==> src/rv_pkg.sv <==
`default_nettype none

package rv_pkg;

    localparam int xlen = 32;

    typedef logic [4:0]      reg_addr_t;
    typedef logic [xlen-1:0] word_t;

    localparam word_t nop_instr = 32'h0000_0013; // addi x0, x0, 0

    typedef enum logic [6:0] {
        opc_op     = 7'b0110011,
        opc_op_imm = 7'b0010011,
        opc_store  = 7'b0100011,
        opc_branch = 7'b1100011
    } opcode_e;

    typedef enum logic [3:0] {
        alu_add, alu_sub, alu_sll, alu_slt, alu_sltu,
        alu_xor, alu_srl, alu_sra, alu_or, alu_and
    } alu_op_e;

    typedef enum logic [1:0] {
        width_byte = 2'd0,
        width_half = 2'd1,
        width_word = 2'd2
    } mem_width_e;

    typedef enum logic [1:0] {
        br_none, br_beq, br_bne
    } branch_op_e;

    // One instruction word, four format views
    typedef union packed {
        struct packed {
            logic [6:0] funct7;
            reg_addr_t  rs2;
            reg_addr_t  rs1;
            logic [2:0] funct3;
            reg_addr_t  rd;
            logic [6:0] opcode;
        } r_fmt;
        struct packed {
            logic [11:0] imm_11_0;
            reg_addr_t   rs1;
            logic [2:0]  funct3;
            reg_addr_t   rd;
            logic [6:0]  opcode;
        } i_fmt;
        struct packed {
            logic [6:0] imm_11_5;
            reg_addr_t  rs2;
            reg_addr_t  rs1;
            logic [2:0] funct3;
            logic [4:0] imm_4_0;
            logic [6:0] opcode;
        } s_fmt;
        struct packed {
            logic       imm_12;
            logic [5:0] imm_10_5;
            reg_addr_t  rs2;
            reg_addr_t  rs1;
            logic [2:0] funct3;
            logic [3:0] imm_4_1;
            logic       imm_11;
            logic [6:0] opcode;
        } b_fmt;
    } instr_t;

    // ----------------------------------------
    // Pipeline register payloads
    // ----------------------------------------
    typedef struct packed {
        word_t  pc;
        instr_t instr;
    } ifid_t;

    typedef struct packed {
        word_t      pc;
        reg_addr_t  rs1;
        reg_addr_t  rs2;
        reg_addr_t  rd;
        word_t      imm;
        word_t      rs1_data;
        word_t      rs2_data;
        alu_op_e    alu_op;
        logic       alu_src_imm;
        logic       reg_write;
        logic       mem_write;
        mem_width_e mem_width;
        branch_op_e branch_op;
    } idex_t;

    typedef struct packed {
        word_t      alu_out;
        word_t      store_data;
        reg_addr_t  rd;
        logic       reg_write;
        logic       mem_write;
        mem_width_e mem_width;
    } exmem_t;

    typedef struct packed {
        reg_addr_t rd;
        logic      reg_write;
        word_t     data;
    } wb_t;

endpackage

`default_nettype wire

==> src/alu.sv <==
`default_nettype none
`timescale 1ns/10ps

module alu (
    input  wire rv_pkg::alu_op_e op,
    input  wire rv_pkg::word_t   a,
    input  wire rv_pkg::word_t   b,
    output rv_pkg::word_t        result
);
    import rv_pkg::*;

    logic [4:0] shamt;

    assign shamt = b[4:0]; // Only low five bits shift

    always_comb begin
        case (op)
            alu_add:  result = a + b;
            alu_sub:  result = a - b;
            alu_sll:  result = a << shamt;
            alu_slt:  result = {{(xlen-1){1'b0}}, $signed(a) < $signed(b)};
            alu_sltu: result = {{(xlen-1){1'b0}}, a < b};
            alu_xor:  result = a ^ b;
            alu_srl:  result = a >> shamt;
            alu_sra:  result = word_t'($signed(a) >>> shamt);
            alu_or:   result = a | b;
            alu_and:  result = a & b;
            default:  result = '0;
        endcase
    end

endmodule

`default_nettype wire

==> src/decode_stage.sv <==
`default_nettype none
`timescale 1ns/10ps

module decode_stage (
    input  wire                clk,
    input  wire                reset_n,
    input  wire                stall,
    input  wire                flush,
    input  wire rv_pkg::ifid_t ifid,
    input  wire rv_pkg::wb_t   wb,
    output rv_pkg::idex_t      idex
);
    import rv_pkg::*;

    instr_t ins;
    word_t  rs1_data;
    word_t  rs2_data;
    word_t  imm_i;
    word_t  imm_s;
    word_t  imm_b;
    idex_t  dec;

    // Shared funct3 decode for OP and OP-IMM
    function automatic alu_op_e alu_from_funct3(logic [2:0] f3, logic sub_bit, logic sra_bit);
        case (f3)
            3'b000:  return sub_bit ? alu_sub : alu_add;
            3'b001:  return alu_sll;
            3'b010:  return alu_slt;
            3'b011:  return alu_sltu;
            3'b100:  return alu_xor;
            3'b101:  return sra_bit ? alu_sra : alu_srl;
            3'b110:  return alu_or;
            default: return alu_and;
        endcase
    endfunction

    assign ins = ifid.instr;

    register_file register_file_i (
        .clk      (clk),
        .rs1      (ins.r_fmt.rs1),
        .rs2      (ins.r_fmt.rs2),
        .wb       (wb),
        .rs1_data (rs1_data),
        .rs2_data (rs2_data)
    );

    assign imm_i = {{20{ins.i_fmt.imm_11_0[11]}}, ins.i_fmt.imm_11_0};
    assign imm_s = {{20{ins.s_fmt.imm_11_5[6]}}, ins.s_fmt.imm_11_5, ins.s_fmt.imm_4_0};
    assign imm_b = {{19{ins.b_fmt.imm_12}}, ins.b_fmt.imm_12, ins.b_fmt.imm_11,
                    ins.b_fmt.imm_10_5, ins.b_fmt.imm_4_1, 1'b0};

    always_comb begin
        dec          = '0;
        dec.pc       = ifid.pc;
        dec.rs1      = ins.r_fmt.rs1;
        dec.rs2      = ins.r_fmt.rs2;
        dec.rd       = ins.r_fmt.rd;
        dec.rs1_data = rs1_data;
        dec.rs2_data = rs2_data;
        case (ins.r_fmt.opcode)
            opc_op: begin
                dec.reg_write = 1'b1;
                dec.alu_op    = alu_from_funct3(ins.r_fmt.funct3, ins.r_fmt.funct7[5],
                                                ins.r_fmt.funct7[5]);
            end
            opc_op_imm: begin
                dec.reg_write   = 1'b1;
                dec.alu_src_imm = 1'b1;
                dec.alu_op      = alu_from_funct3(ins.r_fmt.funct3, 1'b0, ins.r_fmt.funct7[5]);
                // Shift amount only for slli/srli/srai
                if (ins.r_fmt.funct3[1:0] == 2'b01) dec.imm = {27'b0, ins.r_fmt.rs2};
                else                                dec.imm = imm_i;
            end
            opc_store: begin
                dec.alu_src_imm = 1'b1;
                dec.imm         = imm_s;
                dec.mem_write   = 1'b1;
                case (ins.s_fmt.funct3)
                    3'b000:  dec.mem_width = width_byte;
                    3'b001:  dec.mem_width = width_half;
                    3'b010:  dec.mem_width = width_word;
                    default: dec.mem_write = 1'b0;
                endcase
            end
            opc_branch: begin
                dec.alu_op = alu_sub; // Compare by difference
                dec.imm    = imm_b;
                if (ins.b_fmt.funct3 == 3'b000)      dec.branch_op = br_beq;
                else if (ins.b_fmt.funct3 == 3'b001) dec.branch_op = br_bne;
            end
            default: dec = '0; // Unknown opcode becomes a bubble
        endcase
    end

    // ----------------------------------------
    // ID/EX register
    // ----------------------------------------
    always_ff @(posedge clk or negedge reset_n) begin
        if (!reset_n) begin
            idex <= '0;
        end else if (stall) begin
            // Catch a writeback retiring under a frozen entry
            if (wb.reg_write && wb.rd != '0 && wb.rd == idex.rs1) idex.rs1_data <= wb.data;
            if (wb.reg_write && wb.rd != '0 && wb.rd == idex.rs2) idex.rs2_data <= wb.data;
        end else if (flush) begin
            idex <= '0;
        end else begin
            idex <= dec;
        end
    end

endmodule

`default_nettype wire

==> src/execute_stage.sv <==
`default_nettype none
`timescale 1ns/10ps

module execute_stage (
    input  wire                clk,
    input  wire                reset_n,
    input  wire                stall,
    input  wire rv_pkg::idex_t idex,
    input  wire rv_pkg::wb_t   wb,
    output rv_pkg::exmem_t     exmem,
    output logic               branch_taken,
    output rv_pkg::word_t      branch_target
);
    import rv_pkg::*;

    word_t op_a;
    word_t rs2_fwd;
    word_t op_b;
    word_t alu_result;
    logic  taken_next;

    // Youngest producer first
    function automatic word_t fwd_value(reg_addr_t rs, word_t reg_val, exmem_t em, wb_t w);
        if (em.reg_write && em.rd != '0 && em.rd == rs) return em.alu_out;
        if (w.reg_write && w.rd != '0 && w.rd == rs)    return w.data;
        return reg_val;
    endfunction

    assign op_a    = fwd_value(idex.rs1, idex.rs1_data, exmem, wb);
    assign rs2_fwd = fwd_value(idex.rs2, idex.rs2_data, exmem, wb); // Also the store data
    assign op_b    = idex.alu_src_imm ? idex.imm : rs2_fwd;

    alu alu_i (
        .op     (idex.alu_op),
        .a      (op_a),
        .b      (op_b),
        .result (alu_result)
    );

    assign taken_next = (idex.branch_op == br_beq && alu_result == '0) ||
                        (idex.branch_op == br_bne && alu_result != '0);

    // EX/MEM register and branch decision
    always_ff @(posedge clk or negedge reset_n) begin
        if (!reset_n) begin
            exmem         <= '0;
            branch_taken  <= 1'b0;
            branch_target <= '0;
        end else if (!stall) begin
            if (branch_taken) begin
                exmem        <= '0; // Wrong-path instruction dropped
                branch_taken <= 1'b0;
            end else begin
                exmem.alu_out    <= alu_result;
                exmem.store_data <= rs2_fwd;
                exmem.rd         <= idex.rd;
                exmem.reg_write  <= idex.reg_write;
                exmem.mem_write  <= idex.mem_write;
                exmem.mem_width  <= idex.mem_width;
                branch_taken     <= taken_next;
                branch_target    <= idex.pc + idex.imm;
            end
        end
    end

    a_branch_no_write: assert property (@(posedge clk) disable iff (!reset_n)
        !(branch_taken && exmem.reg_write))
        else $error("Taken branch sits in EX/MEM with a register write");

endmodule

`default_nettype wire

==> src/fetch_stage.sv <==
`default_nettype none
`timescale 1ns/10ps

module fetch_stage #(
    parameter rv_pkg::word_t reset_pc = '0
) (
    input  wire                clk,
    input  wire                reset_n,
    input  wire                stall,
    input  wire                bubble,
    input  wire                branch_taken,
    input  wire rv_pkg::word_t branch_target,
    input  wire rv_pkg::word_t imem_data,
    output rv_pkg::word_t      imem_addr,
    output rv_pkg::ifid_t      ifid
);
    import rv_pkg::*;

    word_t pc;

    assign imem_addr = pc;

    // Redirect wins over a missing instruction
    always_ff @(posedge clk or negedge reset_n) begin
        if (!reset_n) begin
            pc <= reset_pc;
        end else if (!stall) begin
            if (branch_taken) pc <= branch_target;
            else if (!bubble) pc <= pc + 32'd4;
        end
    end

    // IF/ID register
    always_ff @(posedge clk or negedge reset_n) begin
        if (!reset_n) begin
            ifid.pc    <= '0;
            ifid.instr <= nop_instr;
        end else if (!stall) begin
            if (bubble || branch_taken) begin
                ifid.pc    <= '0;
                ifid.instr <= nop_instr; // Bubble
            end else begin
                ifid.pc    <= pc;
                ifid.instr <= imem_data;
            end
        end
    end

    a_fetch_aligned: assert property (@(posedge clk) disable iff (!reset_n)
        imem_addr[1:0] == 2'b00)
        else $error("Fetch address %h not word aligned", imem_addr);

endmodule

`default_nettype wire

==> src/memory_stage.sv <==
`default_nettype none
`timescale 1ns/10ps

module memory_stage (
    input  wire                 clk,
    input  wire                 reset_n,
    input  wire                 stall,
    input  wire rv_pkg::exmem_t exmem,
    output logic                dmem_write_enable,
    output rv_pkg::mem_width_e  dmem_width,
    output rv_pkg::word_t       dmem_addr,
    output rv_pkg::word_t       dmem_data,
    output rv_pkg::wb_t         wb
);

    // Data port straight from EX/MEM
    assign dmem_write_enable = exmem.mem_write;
    assign dmem_width        = exmem.mem_width;
    assign dmem_addr         = exmem.alu_out;
    assign dmem_data         = exmem.store_data;

    // ----------------------------------------
    // MEM/WB register
    // ----------------------------------------
    always_ff @(posedge clk or negedge reset_n) begin
        if (!reset_n) begin
            wb <= '0;
        end else if (stall) begin
            wb.reg_write <= 1'b0; // Bubble while frozen
        end else begin
            wb.rd        <= exmem.rd;
            wb.reg_write <= exmem.reg_write;
            wb.data      <= exmem.alu_out;
        end
    end

endmodule

`default_nettype wire

==> src/register_file.sv <==
`default_nettype none
`timescale 1ns/10ps

module register_file (
    input  wire                  clk,
    input  wire rv_pkg::reg_addr_t rs1,
    input  wire rv_pkg::reg_addr_t rs2,
    input  wire rv_pkg::wb_t     wb,
    output rv_pkg::word_t        rs1_data,
    output rv_pkg::word_t        rs2_data
);
    import rv_pkg::*;

    word_t regs [1:31]; // x0 is not stored

    always_ff @(posedge clk) begin
        if (wb.reg_write && wb.rd != '0) begin
            regs[wb.rd] <= wb.data;
        end
    end

    // Same-cycle write shows up on the read ports
    always_comb begin
        if (rs1 == '0)                                rs1_data = '0;
        else if (wb.reg_write && wb.rd == rs1)        rs1_data = wb.data;
        else                                          rs1_data = regs[rs1];

        if (rs2 == '0)                                rs2_data = '0;
        else if (wb.reg_write && wb.rd == rs2)        rs2_data = wb.data;
        else                                          rs2_data = regs[rs2];
    end

    a_x0_stays_zero: assert property (@(posedge clk)
        (wb.reg_write && wb.rd == '0) |=> (rs1 != '0 || rs1_data == '0))
        else $error("x0 read back non-zero after a write to x0");

endmodule

`default_nettype wire

==> src/rv_core.sv <==
`default_nettype none
`timescale 1ns/10ps

module rv_core #(
    parameter rv_pkg::word_t reset_pc = '0
) (
    input  wire                clk,
    input  wire                reset_n,
    input  wire                imem_ready,
    input  wire rv_pkg::word_t imem_data,
    output rv_pkg::word_t      imem_addr,
    input  wire                dmem_ready,
    output logic               dmem_write_enable,
    output rv_pkg::mem_width_e dmem_width,
    output rv_pkg::word_t      dmem_addr,
    output rv_pkg::word_t      dmem_data
);
    import rv_pkg::*;

    ifid_t  ifid;
    idex_t  idex;
    exmem_t exmem;
    wb_t    wb;
    logic   branch_taken;
    word_t  branch_target;
    logic   stall_ex;
    logic   bubble_if;
    logic   flush_id;

    // ----------------------------------------
    // Hazard control
    // ----------------------------------------
    assign stall_ex  = !dmem_ready;  // Freezes everything up to EX/MEM
    assign bubble_if = !imem_ready;
    assign flush_id  = branch_taken; // Squash younger decode

    fetch_stage #(
        .reset_pc (reset_pc)
    ) fetch_stage_i (
        .clk           (clk),
        .reset_n       (reset_n),
        .stall         (stall_ex),
        .bubble        (bubble_if),
        .branch_taken  (branch_taken),
        .branch_target (branch_target),
        .imem_data     (imem_data),
        .imem_addr     (imem_addr),
        .ifid          (ifid)
    );

    decode_stage decode_stage_i (
        .clk     (clk),
        .reset_n (reset_n),
        .stall   (stall_ex),
        .flush   (flush_id),
        .ifid    (ifid),
        .wb      (wb),
        .idex    (idex)
    );

    execute_stage execute_stage_i (
        .clk           (clk),
        .reset_n       (reset_n),
        .stall         (stall_ex),
        .idex          (idex),
        .wb            (wb),
        .exmem         (exmem),
        .branch_taken  (branch_taken),
        .branch_target (branch_target)
    );

    memory_stage memory_stage_i (
        .clk               (clk),
        .reset_n           (reset_n),
        .stall             (stall_ex),
        .exmem             (exmem),
        .dmem_write_enable (dmem_write_enable),
        .dmem_width        (dmem_width),
        .dmem_addr         (dmem_addr),
        .dmem_data         (dmem_data),
        .wb                (wb)
    );

endmodule

`default_nettype wire

==> config.mk <==
export PLATFORM = sky130hd
export DESIGN_NAME = rv_core
export DESIGN_NICKNAME = d
export VERILOG_FILES = /design/src/rv_pkg.sv /design/src/alu.sv /design/src/decode_stage.sv /design/src/execute_stage.sv /design/src/fetch_stage.sv /design/src/memory_stage.sv /design/src/register_file.sv /design/src/rv_core.sv
export SDC_FILE = /design/constraint.sdc
export NUM_CORES = 2
export LEC_CHECK = 0
export BUFFER_PORTS_ARGS = -buffer_cell sky130_fd_sc_hd__buf_4
export CAP_MARGIN = 5
export CORE_UTILIZATION = 45
export DETAILED_ROUTE_END_ITERATION = 10
export GPL_TIMING_DRIVEN = 0
export PLACE_DENSITY_LB_ADDON = 0.15
export SETUP_SLACK_MARGIN = 0.05
export SYNTH_ARGS = -nofsm -noshare
export SYNTH_HDL_FRONTEND = slang
export SYNTH_SLANG_ARGS = --single-unit
==> constraint.sdc <==
create_clock -name clk -period 8.4 [get_ports clk]
set_input_delay 0.42 -clock clk [delete_from_list [all_inputs] [get_ports clk]]
set_output_delay 0.42 -clock clk [all_outputs]
set_load 0.01 [all_outputs]
==> run_results.csv <==
group,metric,value,unit
cts,htreeDepth,4,
synthesis,ys_seq_elements,1367,
global_routing,grt.total_usage,42.74,%
global_routing,first_global_vias,56840,
sta,slew_headroom,-2.288,%
die,fp.coreArea,161300,sq um
sta,fin_skew,0.06690,ns
routing,drc,0,
sta,setup_viol,0,
min_path,min_to,"fetch_stage_i.imem_addr[5]",
synthesis,yosysSeqAreaShare,53.28,%
place,hpwlAfterDp,259.7,mm
sta,fmax,120.1,MHz
synthesis,ys_types,101,
synthesis,synth-edff-count,992,
sta,tns,0,ns
setup_path,rr_worst_depth,26,
cells_and_area,drive_gt1_share,19.61,%
setup_path,crit_path_start_kind,"flip-flop",
routing,wl,353.8,mm
cts,cts_buffers,152,
cts,clock-sinks,1367,
cells_and_area,area_growth,15.28,%
cells_and_area,fin_nets,6353,
setup_path,crit_arrival,9.03,ns
setup_path,reg2reg_slack,0.08,ns
routing,ant_nets,0,
cells_and_area,fin_util,52.55,%
place,io_buffers,133,
setup_path,r2r-start,"execute_stage_i.exmem[6]",
die,rows,147,
min_path,hold_class,"input pin to flip-flop",
sta,tightest_slew,1.534,ns
synthesis,yosysWarningCount,0,
setup_path,crit_path_end_kind,"flip-flop",
sta,slew_violations,11,
synthesis,synth_area,73520,sq um
sta,fin_crit,8.324,ns
min_path,min_path_cells,5,
place,globalplace.congestion,1.058,
sta,finalWorstSetupSlack,0.07617,ns
run_status,failed_checks,"max-capacitance violations, max-slew violations",
cts,clockBufferDepth,3,
setup_path,worst-path-max-fanout,11,
power_and_ir_drop,power.leakage,29.79,nW
die,start_util,45.58,%
routing,via_per_inst,7.023,
cts,cts_root_buf,"clkbuf_16",
die,ios,135,
min_path,hp-start,"imem_ready",
routing,first_iter_violations,9499,
synthesis,async_reset_ff_share,27.43,%
sta,whs,0.2309,ns
cts,clock_latency,0.85,ns
cts,path_clk_slew,0.06,ns
synthesis,dominantRegCellSynth,"edfxtp_1",
flow_run,maxCapViolations,1,
global_routing,overflow,0,
cts,cts_tree,"built",
sta,final-hold-violation-count,0,
synthesis,syn_avg_cell_area,12.74,sq um
place,post-place-ws,-2.588,ns
run_status,outcome,"finished, violations left",
routing,detail_route.wl_per_cell,41.77,um
synthesis,synthCells,5769,
global_routing,antenna_found_initial,19,
routing,first_pass_iters,7,
die,die_x,406.2,um
die,die_area,165000,sq um
setup_path,worst_ep_required_time,9.11,ns
setup_path,crit_type,"flip-flop to flip-flop",
die,die_h,406.2,um
sta,timing.final.crit_share,99.09,%
sta,rsz0062_at_grt,"no",
global_routing,grt_pass1_wl,476.0,mm
synthesis,synthesis.nets,5940,
power_and_ir_drop,powerDensity,279.7,nW/um^2
routing,num_vias,59500,
power_and_ir_drop,ir_worst_vdd,0.2570,mV
global_routing,grt_start_max_net_pins,119,
setup_path,r2r_end,"execute_stage_i.branch_taken",
[metrics by stage]
step                area [sq um]  power (mW)  cells
finish                     84760       23.71   8472
global route               84740       24.09   8463
CTS                        84530       23.27   8454
detailed placement         79000       16.53   8143
global placement           77220       16.46   8062
floorplan                  73520       12.60   5769
[cells in the final DEF, fill, tap and decap left out, types with 25 or more instances in the layout]
| cell | netlist | layout |
|---|---|---|
| a211oi_1 | 93 | 92 |
| a21oi_1 | 289 | 288 |
| dlygate4sd3_1 | 0 | 33 |
| clkbuf_1 | 310 | 315 |
| o22a_1 | 42 | 42 |
| mux2i_1 | 260 | 260 |
| xnor2_1 | 33 | 33 |
| xor2_1 | 26 | 26 |
| buf_2 | 33 | 41 |
| nor2_4 | 2 | 33 |
| o211ai_1 | 47 | 47 |
| clkbuf_16 | 0 | 154 |
| nor3_1 | 100 | 95 |
| mux2_2 | 36 | 36 |
| a22oi_1 | 32 | 32 |
| nand2_1 | 385 | 385 |
| nand3_1 | 205 | 205 |
| buf_1 | 92 | 73 |
| buf_12 | 0 | 29 |
| dfrtp_1 | 372 | 346 |
| and3_1 | 25 | 25 |
| a21o_1 | 34 | 34 |
| buf_4 | 70 | 235 |
| o221ai_1 | 75 | 75 |
| o22ai_1 | 92 | 92 |
| o21ai_0 | 309 | 301 |
| inv_1 | 125 | 125 |
| clkinv_2 | 1 | 25 |
| a22o_1 | 147 | 147 |
| a31oi_1 | 160 | 153 |
| dfrtp_2 | 0 | 26 |
| mux4_2 | 439 | 439 |
| o21ai_1 | 31 | 38 |
| edfxtp_1 | 992 | 992 |
| nor2_1 | 346 | 313 |
| ha_1 | 132 | 132 |
[power breakdown]
part	switching [mW]	total, mW	internal (mW)
Clock	2.94	6.76	3.83
Combinational	5.20	7.58	2.38
Sequential	1.25	9.36	8.11
[area by class of cell]
| cell class | instances | area [sq um] |
|---|---|---|
| sequential | 1367 | 39210 |
| multi-input combinational | 3759 | 32000 |
| buffer | 506 | 2351 |
| clock inverter | 73 | 809.5 |
| timing repair buffer | 266 | 2998 |
| fill | 13850 | 76540 |
| clock buffer | 202 | 4174 |
| tap | 2160 | 2703 |
| antenna | 9 | 22.52 |
| inverter | 130 | 490.5 |
[logic make-up after synthesis]
| family | Yosys count | synth area share (%) |
|---|---|---|
| flip-flops | 1367 | 53.28 |
| buffers and inverters | 643 | 3.780 |
| AO/OA/AOI/OAI | 1593 | 14.70 |
| multiplexers | 735 | 17.54 |
| adder cells (fa/ha/maj) | 135 | 2.328 |
| AND/OR/NAND/NOR | 1237 | 7.667 |
| XOR/XNOR | 59 | 0.7028 |
[worst max-delay path: stages, from the launching register on]
cell	delay (ns)
dfrtp_1	0.49
or4_4	0.60
o211ai_4	0.27
or2_2	0.23
buf_6	0.16
o311a_1	0.24
o31a_1	0.14
buf_2	0.33
clkinv_2	0.33
buf_4	0.31
buf_2	0.22
clkbuf_4	0.27
ha_1	0.28
nor3_1	0.19
nand3_1	0.36
and2_4	0.38
a31o_2	0.26
a21oi_1	0.13
o21ai_0	0.09
a221oi_1	0.40
nand3_1	0.40
or4_4	0.69
nor4_4	0.44
nand4_1	0.16
buf_4	0.20
or4_1	0.51
o221ai_1	0.08
[synth_stat cells, types with 75 or more instances]
master | number | area (sq um)
a31oi_1 | 160 | 1001
a22o_1 | 147 | 1287
edfxtp_1 | 992 | 29790
nand2_1 | 385 | 1445
dfrtp_1 | 372 | 9309
o221ai_1 | 75 | 656.9
nor2_1 | 346 | 1299
nand3_1 | 205 | 1026
mux4_2 | 439 | 9887
a211oi_1 | 93 | 698.2
buf_1 | 92 | 345.3
a21oi_1 | 289 | 1446
o22ai_1 | 92 | 575.6
nor3_1 | 100 | 500.5
o21ai_0 | 309 | 1546
mux2i_1 | 260 | 2603
ha_1 | 132 | 1652
clkbuf_1 | 310 | 1164
inv_1 | 125 | 469.2
[how the worst max path moves through the flow]
stage,startpoint,to
finish,execute_stage_i.exmem[6],execute_stage_i.branch_taken
global route,memory_stage_i.wb[35],execute_stage_i.branch_taken
CTS,memory_stage_i.wb[35],execute_stage_i.branch_taken
detailed placement,memory_stage_i.wb[36],execute_stage_i.branch_taken
global placement,execute_stage_i.exmem[6],execute_stage_i.branch_taken
floorplan,memory_stage_i.wb[33],execute_stage_i.branch_taken
[repair_timing]
action | 4_1_cts | 5_1_grt
hold buffers | 33 | 0
hold endpoints to repair | 109 | 0
pin swaps | 6 | 1
endpoints found under the setup margin | 11 | 1
resized for setup | 55 | 11
buffers inserted | 10 | 0
[layer usage]
| layer | vias to the layer above | GRT usage (%) | share of wire (%) |
|---|---|---|---|
| met5 | - | 0 | 0.010 |
| met4 | 4 | 31.49 | 8.9 |
| met3 | 1074 | 10.52 | 10 |
| met2 | 4108 | 63.94 | 44 |
| met1 | 30600 | 53.96 | 37 |
| li1 | 23710 | - | - |
[sequential cells by signal, summed over array words and instances, names as in the netlist]
register,count
decode_stage_i.idex,135
fetch_stage_i.imem_addr,32
execute_stage_i.branch_target,32
execute_stage_i.exmem,73
fetch_stage_i.ifid,64
execute_stage_i.branch_taken,1
memory_stage_i.wb,38
decode_stage_i.register_file_i.regs,992
Power figures use the tool's default switching activity.
